--- src/verilog/gb_midi_settings.svh ---
//**************************************************************************
// Tunable constants of the MIDI sound core: serial timing, MIDI channel,
// clock-enable periods, FM gain shifts and the patch preset words.
// Include in every module that needs one of them.
//**************************************************************************
`ifndef GB_MIDI_SETTINGS_SVH
`define GB_MIDI_SETTINGS_SVH

// Serial timing, one bit lasts PRESCALE * OVERSAMPLE clocks (1720)
`define GBM_UART_PRESCALE 215
`define GBM_UART_OVERSAMPLE 8

// Note messages are accepted on this channel only
`define GBM_MIDI_CHANNEL 4'd0

// Enable periods in clk_sys cycles
`define GBM_PIX_DIV 4
`define GBM_SLOW_DIV 16
`define GBM_FM_DIV 7

// FM gain, 16 + 4 + 2 + 1/4 = 22.25
`define GBM_FM_SHL_A 4
`define GBM_FM_SHL_B 2
`define GBM_FM_SHL_C 1
`define GBM_FM_SHR_D 2

// Pulse presets, blip bit down to duty
`define GBM_PRESET_PULSE_LEAD 13'b0111000011000
`define GBM_PRESET_PULSE_PAD 13'b0000000011101
`define GBM_PRESET_PULSE_BLIP 13'b1100010011010

// Wave presets, fade speed down to waveform
`define GBM_PRESET_WAVE_LEAD 15'b000010000010001
`define GBM_PRESET_WAVE_KICK 15'b010011011000100

`endif

--- src/verilog/gb_midi_pkg.sv ---
//**************************************************************************
// Shared types of the MIDI sound core: received bytes, note state,
// patch words with their two decodings, and stereo samples
//**************************************************************************
`default_nettype none

package gb_midi_pkg;

	// One received MIDI byte, valid for a single cycle
	typedef struct packed {
		logic valid;
		logic [7:0] data;
	} midi_byte_t;

	// Held note of the parsed channel
	typedef struct packed {
		logic gate;
		logic [6:0] note;
		logic [6:0] velocity;
	} note_state_t;

	typedef enum logic {
		voice_pulse = 1'b0,
		voice_wave = 1'b1
	} patch_voice_e;

	// Pulse voice decoding, top bits unused
	typedef struct packed {
		logic [1:0] pad;
		logic blip;
		logic echo;
		logic auto_duty;
		logic vibrato;
		logic mod_duty;
		logic [3:0] fade_speed;
		logic fade_en;
		logic auto_poly;
		logic [1:0] duty;
	} pulse_view_t;

	// Wave voice decoding
	typedef struct packed {
		logic [3:0] fade_speed;
		logic fade_en;
		logic [2:0] fall_speed;
		logic fall_en;
		logic blip;
		logic vibrato;
		logic [3:0] waveform;
	} wave_view_t;

	// Same 15-bit word, read by voice type
	typedef union packed {
		pulse_view_t pulse;
		wave_view_t wave;
	} patch_word_u;

	typedef struct packed {
		logic valid;
		patch_voice_e voice;
		patch_word_u word;
	} patch_load_t;

	typedef struct packed {
		logic signed [15:0] left;
		logic signed [15:0] right;
	} stereo_sample_t;

endpackage

`default_nettype wire

--- src/verilog/clock_enables.sv ---
//**************************************************************************
// Free-running clock enables: pixel, slow and FM. Each is a one-cycle
// registered strobe, first high one full period after reset.
//**************************************************************************
`default_nettype none
`include "gb_midi_settings.svh"

module clock_enables (
	input wire logic clk_sys,
	input wire logic reset,
	output logic ce_pix,
	output logic ce_slow,
	output logic fm_ce
);

	localparam int PIX_W = $clog2(`GBM_PIX_DIV);
	localparam int SLOW_W = $clog2(`GBM_SLOW_DIV);
	localparam int FM_W = $clog2(`GBM_FM_DIV);

	logic [PIX_W-1:0] pix_cnt;
	logic [SLOW_W-1:0] slow_cnt;
	logic [FM_W-1:0] fm_cnt;

	// Pixel enable, strobe on wrap
	always_ff @(posedge clk_sys) begin
		if (reset) begin
			pix_cnt <= '0;
			ce_pix <= 1'b0;
		end else if (pix_cnt == PIX_W'(`GBM_PIX_DIV - 1)) begin
			pix_cnt <= '0;
			ce_pix <= 1'b1;
		end else begin
			pix_cnt <= pix_cnt + 1'b1;
			ce_pix <= 1'b0;
		end
	end

	// Slow enable
	always_ff @(posedge clk_sys) begin
		if (reset) begin
			slow_cnt <= '0;
			ce_slow <= 1'b0;
		end else if (slow_cnt == SLOW_W'(`GBM_SLOW_DIV - 1)) begin
			slow_cnt <= '0;
			ce_slow <= 1'b1;
		end else begin
			slow_cnt <= slow_cnt + 1'b1;
			ce_slow <= 1'b0;
		end
	end

	// FM chip enable, period is not a power of two
	always_ff @(posedge clk_sys) begin
		if (reset) begin
			fm_cnt <= '0;
			fm_ce <= 1'b0;
		end else if (fm_cnt == FM_W'(`GBM_FM_DIV - 1)) begin
			fm_cnt <= '0;
			fm_ce <= 1'b1;
		end else begin
			fm_cnt <= fm_cnt + 1'b1;
			fm_ce <= 1'b0;
		end
	end

endmodule

`default_nettype wire

--- src/verilog/fm_output_stage.sv ---
//**************************************************************************
// FM output gain of 22.25 by shift and add, wrapping at 16 bits.
// Both channels are registered on the FM clock enable.
//**************************************************************************
`default_nettype none
`include "gb_midi_settings.svh"

module fm_output_stage (
	input wire logic clk_sys,
	input wire logic reset,
	input wire logic fm_ce,
	input wire gb_midi_pkg::stereo_sample_t fm_in,
	output gb_midi_pkg::stereo_sample_t audio_out
);

	// Sum kept at 16 bits, overflow wraps
	function automatic logic signed [15:0] fm_gain(input logic signed [15:0] s);
		logic signed [15:0] sum;
		sum = (s <<< `GBM_FM_SHL_A) + (s <<< `GBM_FM_SHL_B)
			+ (s <<< `GBM_FM_SHL_C) + (s >>> `GBM_FM_SHR_D);
		return sum;
	endfunction

	// Holds between enables
	always_ff @(posedge clk_sys) begin
		if (reset) begin
			audio_out <= '0;
		end else if (fm_ce) begin
			audio_out.left <= fm_gain(fm_in.left);
			audio_out.right <= fm_gain(fm_in.right);
		end
	end

endmodule

`default_nettype wire

--- src/verilog/gb_midi_top.sv ---
//**************************************************************************
// Top level of the MIDI sound core. Wires the clock enables, the serial
// receiver, the note parser, the preset loader and the FM gain stage.
//**************************************************************************
`default_nettype none

module gb_midi_top (
	input wire logic clk_sys,
	input wire logic reset,
	// 0 takes uart_rxd, 1 takes user_rxd
	input wire logic midi_source_sel,
	input wire logic uart_rxd,
	input wire logic user_rxd,
	input wire logic [2:0] pulse_patch_sel,
	input wire logic [2:0] wave_patch_sel,
	// Sample from the FM synthesizer
	input wire gb_midi_pkg::stereo_sample_t fm_in,
	output logic ce_pix,
	output logic ce_slow,
	output logic fm_ce,
	output gb_midi_pkg::note_state_t note,
	output gb_midi_pkg::patch_load_t patch_load,
	output gb_midi_pkg::stereo_sample_t audio_out
);

	// Receiver to parser byte strobe
	gb_midi_pkg::midi_byte_t rx_byte;

	clock_enables u_clock_enables (
		.clk_sys(clk_sys),
		.reset(reset),
		.ce_pix(ce_pix),
		.ce_slow(ce_slow),
		.fm_ce(fm_ce)
	);

	midi_uart_rx u_midi_uart_rx (
		.clk_sys(clk_sys),
		.reset(reset),
		.source_sel(midi_source_sel),
		.uart_rxd(uart_rxd),
		.user_rxd(user_rxd),
		.rx_byte(rx_byte)
	);

	midi_note_parser u_midi_note_parser (
		.clk_sys(clk_sys),
		.reset(reset),
		.rx_byte(rx_byte),
		.note(note)
	);

	patch_preset_loader u_patch_preset_loader (
		.clk_sys(clk_sys),
		.reset(reset),
		.pulse_patch_sel(pulse_patch_sel),
		.wave_patch_sel(wave_patch_sel),
		.patch_load(patch_load)
	);

	// Gain stage runs on the FM enable
	fm_output_stage u_fm_output_stage (
		.clk_sys(clk_sys),
		.reset(reset),
		.fm_ce(fm_ce),
		.fm_in(fm_in),
		.audio_out(audio_out)
	);

endmodule

`default_nettype wire

--- src/verilog/midi_note_parser.sv ---
//**************************************************************************
// Note-on / note-off parser for one MIDI channel with running status.
// Feeds the held note, its velocity and a gate to the sound voices.
//**************************************************************************
`default_nettype none
`include "gb_midi_settings.svh"

module midi_note_parser (
	input wire logic clk_sys,
	input wire logic reset,
	input wire gb_midi_pkg::midi_byte_t rx_byte,
	output gb_midi_pkg::note_state_t note
);

	logic run_valid;
	// 1 for note-on, 0 for note-off
	logic run_on;
	logic data_idx;
	logic [6:0] first_data;
	logic is_status;
	logic is_realtime;
	logic our_note_msg;
	logic pair_done;
	logic note_start;
	logic note_stop;

	assign is_status = rx_byte.valid && rx_byte.data[7];
	// Clock and other real-time bytes pass through untouched
	assign is_realtime = rx_byte.data >= 8'hF8;
	assign our_note_msg = (rx_byte.data[7:5] == 3'b100)
		&& (rx_byte.data[3:0] == `GBM_MIDI_CHANNEL);

	// Second data byte completes a message
	assign pair_done = rx_byte.valid && !rx_byte.data[7] && run_valid && data_idx;
	assign note_start = pair_done && run_on && (rx_byte.data[6:0] != 7'd0);
	// Velocity 0 note-on counts as note-off
	assign note_stop = pair_done && !note_start && (first_data == note.note);

	// Running status and byte position
	always_ff @(posedge clk_sys) begin
		if (reset) begin
			run_valid <= 1'b0;
			run_on <= 1'b0;
			data_idx <= 1'b0;
		end else if (is_status && !is_realtime) begin
			run_valid <= our_note_msg;
			run_on <= rx_byte.data[4];
			data_idx <= 1'b0;
		end else if (rx_byte.valid && !rx_byte.data[7] && run_valid) begin
			data_idx <= !data_idx;
		end
	end

	// Note number is held until the velocity arrives
	always_ff @(posedge clk_sys) begin
		if (rx_byte.valid && !rx_byte.data[7] && run_valid && !data_idx) begin
			first_data <= rx_byte.data[6:0];
		end
	end

	always_ff @(posedge clk_sys) begin
		if (reset) begin
			note.gate <= 1'b0;
		end else if (note_start) begin
			note.gate <= 1'b1;
		end else if (note_stop) begin
			note.gate <= 1'b0;
		end
	end

	// Pitch and velocity change only on a new note
	always_ff @(posedge clk_sys) begin
		if (note_start) begin
			note.note <= first_data;
			note.velocity <= rx_byte.data[6:0];
		end
	end

endmodule

`default_nettype wire

--- src/verilog/midi_uart_rx.sv ---
//**************************************************************************
// MIDI serial receiver, 8N1 at 31,250 baud. Picks one of two pins,
// synchronizes it and strobes each good byte for one cycle.
//**************************************************************************
`default_nettype none
`include "gb_midi_settings.svh"

module midi_uart_rx (
	input wire logic clk_sys,
	input wire logic reset,
	input wire logic source_sel,
	input wire logic uart_rxd,
	input wire logic user_rxd,
	output gb_midi_pkg::midi_byte_t rx_byte
);

	localparam int PRE_W = $clog2(`GBM_UART_PRESCALE);
	localparam int OS_W = $clog2(`GBM_UART_OVERSAMPLE);

	typedef enum logic [1:0] {
		st_idle,
		st_start,
		st_data,
		st_stop
	} rx_state_e;

	rx_state_e state;
	logic rx_meta;
	logic rx_sync;
	logic rx_last;
	logic [PRE_W-1:0] pre_cnt;
	logic [OS_W-1:0] os_cnt;
	logic [2:0] bit_cnt;
	logic [7:0] shift;
	logic tick;
	logic start_edge;
	logic stop_ok;

	// Two-flop synchronizer, idle line is high
	always_ff @(posedge clk_sys) begin
		if (reset) begin
			rx_meta <= 1'b1;
			rx_sync <= 1'b1;
			rx_last <= 1'b1;
		end else begin
			rx_meta <= source_sel ? user_rxd : uart_rxd;
			rx_sync <= rx_meta;
			rx_last <= rx_sync;
		end
	end

	assign start_edge = rx_last && !rx_sync;
	assign tick = (pre_cnt == PRE_W'(`GBM_UART_PRESCALE - 1));
	// Stop bit sampled high at its middle
	assign stop_ok = (state == st_stop) && tick
		&& (os_cnt == OS_W'(`GBM_UART_OVERSAMPLE - 1)) && rx_sync;

	// Prescaler restarts with every frame
	always_ff @(posedge clk_sys) begin
		if (reset || state == st_idle || tick) begin
			pre_cnt <= '0;
		end else begin
			pre_cnt <= pre_cnt + 1'b1;
		end
	end

	// Frame FSM, counts oversample ticks per bit
	always_ff @(posedge clk_sys) begin
		if (reset) begin
			state <= st_idle;
			os_cnt <= '0;
			bit_cnt <= '0;
			rx_byte.valid <= 1'b0;
		end else begin
			rx_byte.valid <= stop_ok;
			case (state)
				st_idle: begin
					os_cnt <= '0;
					bit_cnt <= '0;
					if (start_edge) begin
						state <= st_start;
					end
				end
				st_start: if (tick) begin
					// Half a bit in, a glitch returns to idle
					if (os_cnt == OS_W'(`GBM_UART_OVERSAMPLE / 2 - 1)) begin
						os_cnt <= '0;
						state <= rx_sync ? st_idle : st_data;
					end else begin
						os_cnt <= os_cnt + 1'b1;
					end
				end
				st_data: if (tick) begin
					os_cnt <= os_cnt + 1'b1;
					if (os_cnt == OS_W'(`GBM_UART_OVERSAMPLE - 1)) begin
						bit_cnt <= bit_cnt + 1'b1;
						if (bit_cnt == 3'd7) begin
							state <= st_stop;
						end
					end
				end
				default: if (tick) begin
					// Bad stop bit drops the byte
					os_cnt <= os_cnt + 1'b1;
					if (os_cnt == OS_W'(`GBM_UART_OVERSAMPLE - 1)) begin
						state <= st_idle;
					end
				end
			endcase
		end
	end

	// Data path, LSB arrives first
	always_ff @(posedge clk_sys) begin
		if (state == st_data && tick && os_cnt == OS_W'(`GBM_UART_OVERSAMPLE - 1)) begin
			shift <= {rx_sync, shift[7:1]};
		end
		if (stop_ok) begin
			rx_byte.data <= shift;
		end
	end

endmodule

`default_nettype wire

--- src/verilog/patch_preset_loader.sv ---
//**************************************************************************
// Turns patch menu changes into one-cycle preset loads. The pulse voice
// wins a tie; the wave change then loads on the next cycle.
//**************************************************************************
`default_nettype none
`include "gb_midi_settings.svh"

module patch_preset_loader (
	input wire logic clk_sys,
	input wire logic reset,
	input wire logic [2:0] pulse_patch_sel,
	input wire logic [2:0] wave_patch_sel,
	output gb_midi_pkg::patch_load_t patch_load
);

	logic [2:0] pulse_last;
	logic [2:0] wave_last;
	logic pulse_change;
	logic wave_change;
	logic pulse_known;
	logic wave_known;
	gb_midi_pkg::patch_word_u pulse_word;
	gb_midi_pkg::patch_word_u wave_word;

	assign pulse_change = (pulse_patch_sel != pulse_last);
	// Wave waits while a pulse change is pending
	assign wave_change = !pulse_change && (wave_patch_sel != wave_last);

	// Pulse table, top two bits stay clear
	always_comb begin
		pulse_word = '0;
		pulse_known = 1'b1;
		case (pulse_patch_sel)
			3'd0: pulse_word = '0;
			3'd1: pulse_word.pulse = {2'b00, `GBM_PRESET_PULSE_LEAD};
			3'd2: pulse_word.pulse = {2'b00, `GBM_PRESET_PULSE_PAD};
			3'd3: pulse_word.pulse = {2'b00, `GBM_PRESET_PULSE_BLIP};
			default: pulse_known = 1'b0;
		endcase
	end

	// Wave table
	always_comb begin
		wave_word = '0;
		wave_known = 1'b1;
		case (wave_patch_sel)
			3'd0: wave_word = '0;
			3'd1: wave_word.wave = `GBM_PRESET_WAVE_LEAD;
			3'd2: wave_word.wave = `GBM_PRESET_WAVE_KICK;
			default: wave_known = 1'b0;
		endcase
	end

	// Last seen selections, zero so a first pick loads
	always_ff @(posedge clk_sys) begin
		if (reset) begin
			pulse_last <= 3'd0;
			wave_last <= 3'd0;
			patch_load.valid <= 1'b0;
		end else begin
			patch_load.valid <= (pulse_change && pulse_known) || (wave_change && wave_known);
			if (pulse_change) begin
				pulse_last <= pulse_patch_sel;
			end
			if (wave_change) begin
				wave_last <= wave_patch_sel;
			end
		end
	end

	always_ff @(posedge clk_sys) begin
		if (pulse_change) begin
			patch_load.voice <= gb_midi_pkg::voice_pulse;
			patch_load.word <= pulse_word;
		end else if (wave_change) begin
			patch_load.voice <= gb_midi_pkg::voice_wave;
			patch_load.word <= wave_word;
		end
	end

endmodule

`default_nettype wire
--- config.mk ---
export PLATFORM = sky130hd
export DESIGN_NAME = gb_midi_top
export DESIGN_NICKNAME = d
export VERILOG_FILES = /design/src/verilog/gb_midi_pkg.sv /design/src/verilog/clock_enables.sv /design/src/verilog/fm_output_stage.sv /design/src/verilog/gb_midi_top.sv /design/src/verilog/midi_note_parser.sv /design/src/verilog/midi_uart_rx.sv /design/src/verilog/patch_preset_loader.sv
export VERILOG_INCLUDE_DIRS = /design/src /design/src/verilog
export SDC_FILE = /design/constraint.sdc
export NUM_CORES = 1
export LEC_CHECK = 0
export BUFFER_PORTS_ARGS = -buffer_cell sky130_fd_sc_hd__buf_2
export CAP_MARGIN = 10
export CORE_MARGIN = 4
export CORE_UTILIZATION = 45
export CTS_BUF_LIST = sky130_fd_sc_hd__clkbuf_2 sky130_fd_sc_hd__clkbuf_4 sky130_fd_sc_hd__clkbuf_8
export DETAILED_ROUTE_END_ITERATION = 12
export PLACE_DENSITY_LB_ADDON = 0.1
export SETUP_SLACK_MARGIN = 0.02
export SLEW_MARGIN = 10
export SYNTH_ARGS = -nofsm -noshare
export SYNTH_HDL_FRONTEND = slang
export SYNTH_HIERARCHICAL = 1
export SYNTH_SLANG_ARGS = --single-unit
--- constraint.sdc ---
create_clock -name clk_sys -period 10.1 [get_ports clk_sys]
set_input_delay 2.02 -clock clk_sys [delete_from_list [all_inputs] [get_ports clk_sys]]
set_output_delay 2.02 -clock clk_sys [all_outputs]
set_load 0.005 [all_outputs]
==> results.sh, run 1 <==
export IMPL_utilization_pct=53.4
export IMPL_worst_path_buf_inv=3
export IMPL_tritoncts="built"
export IMPL_setup_violations=0
export IMPL_critical_path_arrival_ns=4.93
export IMPL_synthFlopType="dfxtp_1"
export IMPL_drt_pass1_iter_count=4
export IMPL_cts_buffer_depth=2
export IMPL_antenna_found_initial=0
export IMPL_path_common_cell="fa_1"
export IMPL_clkTransAtPathRegs_ns=0.09
export IMPL_synth_distinct_cells=78
export IMPL_seq_area_um2=2930
export IMPL_fp_dieH_um=137
export IMPL_fin_setup_tns_ns=0
export IMPL_slew_violations=0
export IMPL_path_class="primary input to flop"
export IMPL_grt_pass1_wl_um=25500
export IMPL_tightest_slew_ns=0.709
export IMPL_p_int_mw=0.958
export IMPL_numPlacedInstances=1022
export IMPL_end_kind="flop"
export IMPL_cts_root_buf="clkbuf_8"
export IMPL_cpPeakStageDelay_ns=0.51
export IMPL_critical_path_top_delay_family="adder cells"
export IMPL_drcViolationCount=0
export IMPL_async_flop_share_pct=0
export IMPL_dp_hpwl_um=11700
export IMPL_min_period_over_period_pct=45.2
export IMPL_vias_per_cell=5.06
export IMPL_cts_buffers=17
export IMPL_synth_cell_area_um2=7480
export IMPL_dr_first_iter_drc_count=263
export IMPL_h_tree_depth=4
export IMPL_num_vias=5330
export IMPL_finalClockSkew_ns=0.0114
export IMPL_peakVddDrop_mv=0.0825
export IMPL_overflow=0
export IMPL_cp_cell_sequence="buf_2 > inv_1 > fa_1 > inv_1 > fa_1 > fa_1 > a211oi_1 > o21ai_2 > a311oi_2 > xnor2_1 > a211oi_2"
export IMPL_wl_per_cell_um=14.4
export IMPL_fin_ws_ns=5.54
export IMPL_insertedDiodeCount=0
export IMPL_pwr_share_clk_pct=32.2
export IMPL_port_buffer_count=106
export IMPL_syn_avg_cell_area_um2=10.3
export IMPL_fmax_ghz=0.219
export IMPL_totalWireLength_um=15200
export IMPL_hp_class="flop to flop"
export IMPL_dp_slack_ns=5.06
export IMPL_nets=960
export IMPL_ctsResizeCount=0
export IMPL_p_switching_mw=0.487
export IMPL_grt_max_degree=69
export IMPL_grt_pass1_vias=5301
export IMPL_min_period_ns=4.56
export IMPL_slew_headroom_pct=52.8
export IMPL_yosys_warnings=6
export IMPL_insertion_delay_ns=0.44
export IMPL_start_kind="primary input"
export IMPL_synth_enable_flop_cells=47
export IMPL_clock_sinks=123
export IMPL_p_comb_share_pct=30.3
export IMPL_status="finished clean"
export IMPL_drv_cap=0
export IMPL_chipWidth_um=137
export IMPL_fp_coreArea_um2=16100
export IMPL_ios=110
export IMPL_ctsHoldBuffers=0
export IMPL_cp_max_fo=3
export IMPL_drive_gt1_share_pct=18.6
export IMPL_hold_viol=0
export IMPL_stdcell_count=1054
export IMPL_seq_power_share_pct=37.4
export IMPL_grt_total_usage_pct=17.1
export IMPL_rows=46
export IMPL_dieArea_um2=18700
export IMPL_ys_seq_area_share_pct=39.2
export IMPL_n_fill_cell=1464
export IMPL_cpMaxStageDelayCell="fa_1"
export IMPL_rsz0062_at_grt="no"
export IMPL_ys_seq_elements=123
export IMPL_leakage_nw=3.73
export IMPL_gp_congestion=0.843
export IMPL_multiInputGateArea_um2=4030
export IMPL_power_density_nw_per_um2=169
export IMPL_area_delta_synth_final_pct=14.6
export IMPL_start_util_pct=46.6
export IMPL_ant_nets=0
export IMPL_p_sw_share_pct=33.7
export IMPL_cp_required_ns=10.47
export IMPL_post_cts_buffers=0
export IMPL_syn_inst=723
export IMPL_r2r_slack_ns=8.03
==> cell type report <==
class	count	share of cell area [%]
clock buffers	17	2.73
clock inverters	15	2.16
inverters	99	4.33
multi-input cells	476	47.1
flip-flops and latches	123	34.2
well taps	216	3.15
repair buffers	108	6.36
==> sequential cells by signal, indices dropped and copies added, names as in the netlist, 2 cells and up <==
register                          cells
u_clock_enables/fm_cnt                3
u_clock_enables/pix_cnt               2
u_clock_enables/slow_cnt              4
u_fm_output_stage/audio_out          32
u_midi_note_parser/first_data         7
u_midi_note_parser/note              15
u_midi_uart_rx/bit_cnt                3
u_midi_uart_rx/os_cnt                 3
u_midi_uart_rx/pre_cnt                8
u_midi_uart_rx/rx_byte                9
u_midi_uart_rx/shift                  8
u_midi_uart_rx/state                  2
u_patch_preset_loader/patch_load     12
u_patch_preset_loader/pulse_last      3
u_patch_preset_loader/wave_last       3
==> metrics by stage <==
step / power (mW) / instance area [µm²] / hold slack (ns)
floorplan: 0.893 / 7490 / 0.389
global placement: 0.979 / 8150 / 0.400
detailed placement: 0.988 / 8150 / 0.400
CTS: 1.46 / 8570 / 0.426
global route: 1.55 / 8570 / 0.439
finish: 1.45 / 8570 / 0.422
==> path summary, 6_finish.rpt <==
path                                     end                      start  depth (start not counted)
max          u_fm_output_stage/audio_out[31]                  fm_in[18]                         11
min                   u_midi_uart_rx/rx_sync     u_midi_uart_rx/rx_meta                          1
min reg2reg           u_midi_uart_rx/rx_sync     u_midi_uart_rx/rx_meta                          1
max reg2reg        u_midi_uart_rx/rx_byte[7]  u_midi_uart_rx/pre_cnt[1]                          5
==> power by group through the flow <==
stage	logic, mW	registers (mW)	clock network, mW
after global placement	0.428	0.551	0
after CTS	0.440	0.541	0.482
after global routing	0.499	0.543	0.509
after floorplan	0.347	0.546	0
final	0.439	0.541	0.466
after detailed placement	0.436	0.553	0
==> synth_stat cells (5+ instances only) <==
master / n / area share (%)
inv_1: 99 / 5.0
dfxtp_1: 76 / 20
nor2_1: 64 / 3.2
fa_1: 50 / 13
edfxtp_1: 47 / 19
ha_1: 42 / 7.0
nand2_1: 33 / 1.7
a21oi_1: 29 / 1.9
xor2_1: 23 / 2.7
nand3_1: 19 / 1.3
xnor2_1: 19 / 2.2
mux2i_1: 15 / 2.0
clkbuf_1: 14 / 0.70
nand2b_1: 13 / 1.1
nor2b_1: 12 / 1.0
nor3_1: 12 / 0.80
a21o_1: 10 / 1.0
a211oi_1: 9 / 0.90
o21ai_0: 9 / 0.60
a31oi_1: 7 / 0.59
o31ai_1: 7 / 0.70
buf_4: 5 / 0.50
nand4_1: 5 / 0.42
o2111ai_1: 5 / 0.59
o211ai_1: 5 / 0.50
o21ai_1: 5 / 0.33
==> placed cells by master, fill, tap and decap left out, types with 19 or more instances in the layout <==
cell type,n
buf_2,106
inv_1,99
dfxtp_1,76
nor2_1,64
fa_1,50
edfxtp_1,47
ha_1,42
nand2_1,33
a21oi_1,29
xor2_1,23
xnor2_1,19
nand3_1,19
==> kinds of logic after synthesis <==
group	count (synthesis)	share of synthesized area, %
simple gates	195	13.5
buf+inv	126	6.94
compound gates	125	12.1
flops	123	39.2
fa+ha+maj	92	20.4
xor+xnor	44	5.44
mux	17	2.31
other cells	1	0.0501
==> metal layers <==
metal / global-route usage (%) / part of all wire [%] / vias to the layer above
li1: - / - / 2675
met1: 23.2 / 47 / 2504
met2: 27.2 / 46 / 132
met3: 4.26 / 5.1 / 19
met4: 5.21 / 1.4 / 0
met5: 0 / 0 / -
(Power assumes the default switching activity.)
==> run 2: changes to the inputs <==
clock period = 3.76 ns   (was 10.1 ns; I/O delays follow)
==> run 2 against run 1 <==
  * Critical path depth is the same
  * Die area unchanged
  * Sequential power grew to 2.7 times the previous value
  * Global-route usage fell by 0.12 points
  * Routed wire length decreased by 0.86%
  * Count of clock-buffer cells in the layout unchanged
  * Combinational power rose to 2.7 times the previous value
  * Non-clock buffer count up 3
  * Critical endpoint unchanged
  * Largest cell class unchanged
==> results.sh, run 2 (synthesis results as in run 1) <==
export IMPL_wl_per_cell_um=14.2
export IMPL_regMostFlops="u_fm_output_stage/audio_out"
export IMPL_dpl_instance_area_um2=8180
export IMPL_seq_area_um2=2930
export IMPL_post_cts_buffers=0
export IMPL_multiInputGateArea_um2=4030
export IMPL_peakVddDrop_mv=0.190
export IMPL_rows=46
export IMPL_grt_pass1_wl_um=25600
export IMPL_num_vias=5365
export IMPL_tritoncts="built"
export IMPL_clock_sinks=123
export IMPL_final_cell_mix="buf_2, inv_1, dfxtp_1"
export IMPL_path_common_cell="fa_1"
export IMPL_drcViolationCount=0
export IMPL_fin_setup_tns_ns=0
export IMPL_port_buffer_count=106
export IMPL_hold_viol=0
export IMPL_start_util_pct=46.6
export IMPL_p_comb_share_pct=30.3
export IMPL_hp_class="flop to flop"
export IMPL_slew_violations=0
export IMPL_cp_cell_sequence="buf_2 > inv_1 > fa_1 > inv_1 > fa_1 > fa_1 > a211oi_1 > o21ai_2 > a311oi_2 > xnor2_1 > a211oi_2"
export IMPL_final_common_cell="buf_2"
export IMPL_drive_gt1_share_pct=18.8
export IMPL_worst_path_buf_inv=3
export IMPL_critical_path_top_delay_family="adder cells"
export IMPL_p_sw_share_pct=32.8
export IMPL_p_int_mw=2.65
export IMPL_rsz0062_at_grt="no"
export IMPL_utilization_pct=53.7
export IMPL_cts_buffer_depth=2
export IMPL_path_class="primary input to flop"
export IMPL_dr_first_iter_drc_count=248
export IMPL_fp_coreArea_um2=16100
export IMPL_insertedDiodeCount=0
export IMPL_power_density_nw_per_um2=458
export IMPL_status="finished clean"
export IMPL_min_period_ns=3.28
export IMPL_clkTransAtPathRegs_ns=0.08
export IMPL_nets=963
export IMPL_fin_area_um2=8620
export IMPL_largest_reg_flops=32
export IMPL_leakage_nw=3.76
export IMPL_area_delta_synth_final_pct=15.3
export IMPL_top_regs="u_fm_output_stage/audio_out (32), u_midi_note_parser/note (15), u_patch_preset_loader/patch_load (12)"
export IMPL_tightest_slew_ns=0.609
export IMPL_cts_buffers=17
export IMPL_slew_headroom_pct=59.3
export IMPL_totalWireLength_um=15000
export IMPL_pwr_share_clk_pct=32.8
export IMPL_gp_congestion=0.868
export IMPL_fmax_ghz=0.305
export IMPL_n_fill_cell=1426
export IMPL_overflow=0
export IMPL_ios=110
export IMPL_seq_power_share_pct=36.8
export IMPL_dieArea_um2=18700
export IMPL_finalClockSkew_ns=0.00848
export IMPL_min_period_over_period_pct=87.2
export IMPL_chipWidth_um=137
export IMPL_cp_required_ns=4.10
export IMPL_fp_dieH_um=137
export IMPL_end_kind="flop"
export IMPL_cpPeakStageDelay_ns=0.51
export IMPL_ant_nets=0
export IMPL_drv_cap=0
export IMPL_ctsResizeCount=0
export IMPL_dp_hpwl_um=11700
export IMPL_drt_pass1_iter_count=4
export IMPL_h_tree_depth=4
export IMPL_p_switching_mw=1.30
export IMPL_grt_max_degree=52
export IMPL_grt_total_usage_pct=17.0
export IMPL_start_kind="primary input"
export IMPL_insertion_delay_ns=0.42
export IMPL_cpMaxStageDelayCell="fa_1"
export IMPL_cts_root_buf="clkbuf_8"
export IMPL_ctsHoldBuffers=0
export IMPL_setup_violations=0
export IMPL_antenna_found_initial=0
export IMPL_vias_per_cell=5.08
export IMPL_critical_path_arrival_ns=3.62
export IMPL_cp_max_fo=3
export IMPL_grt_pass1_vias=5349
[run 2: cell count changes in the layout (fill, tap and decap cells not counted)]
| cell | previous run | this run |
|---|---|---|
| buf_4 | 2 | 5 |
| bufinv_16 | 3 | 4 |
| clkinv_1 | 0 | 1 |
| clkinv_2 | 2 | 0 |
| clkinv_4 | 1 | 3 |
| clkinvlp_4 | 2 | 1 |
| inv_6 | 7 | 6 |
[run 2: metal layers]
layer | vias to the layer above | share of wire [%] | track usage, %
li1 | 2690 | - | -
met1 | 2568 | 48 | 23.6
met2 | 101 | 47 | 27.2
met3 | 6 | 4.0 | 3.79
met4 | 0 | 0.48 | 3.99
met5 | - | 0 | 0
[run 2: area by class of cell]
| cell class | count | share of cell area, % |
|---|---|---|
| inverters | 99 | 4.31 |
| multi-input cells | 476 | 46.8 |
| clock inverters | 15 | 2.44 |
| clock buffers | 17 | 2.71 |
| flip-flops and latches | 123 | 34.0 |
| repair buffers | 111 | 6.59 |
| well taps | 216 | 3.13 |
[run 2: power groups by stage]
stage | clock (mW) | combinational [mW] | sequential, mW
after floorplan | 0 | 0.931 | 1.47
after global placement | 0 | 1.16 | 1.48
after detailed placement | 0 | 1.19 | 1.48
after CTS | 1.34 | 1.19 | 1.45
after global routing | 1.41 | 1.35 | 1.46
final | 1.30 | 1.20 | 1.45
[run 2: path summary, 6_finish.rpt]
check / depth (start not counted) / slack (ns) / to / startpoint
setup / recovery: 11 / 0.48 / u_fm_output_stage/audio_out[31] / fm_in[18]
hold / removal: 0 / 0.44 / u_midi_uart_rx/rx_byte[0] / u_midi_uart_rx/shift[0]
setup reg to reg: 5 / 1.66 / u_midi_uart_rx/rx_byte[6] / u_midi_uart_rx/os_cnt[0]
hold reg to reg: 0 / 0.44 / u_midi_uart_rx/rx_byte[0] / u_midi_uart_rx/shift[0]
[run 2: metrics by stage]
stage               power, mW  instances  hold slack, ns  setup WS, ns
floorplan                2.40        725           0.389         0.330
global placement         2.64       1025           0.401         0.121
detailed placement       2.67       1025           0.416        0.0367
CTS                      3.99       1057           0.441         0.508
global route             4.23       1057           0.450         0.276
finish                   3.94       1057           0.438         0.481
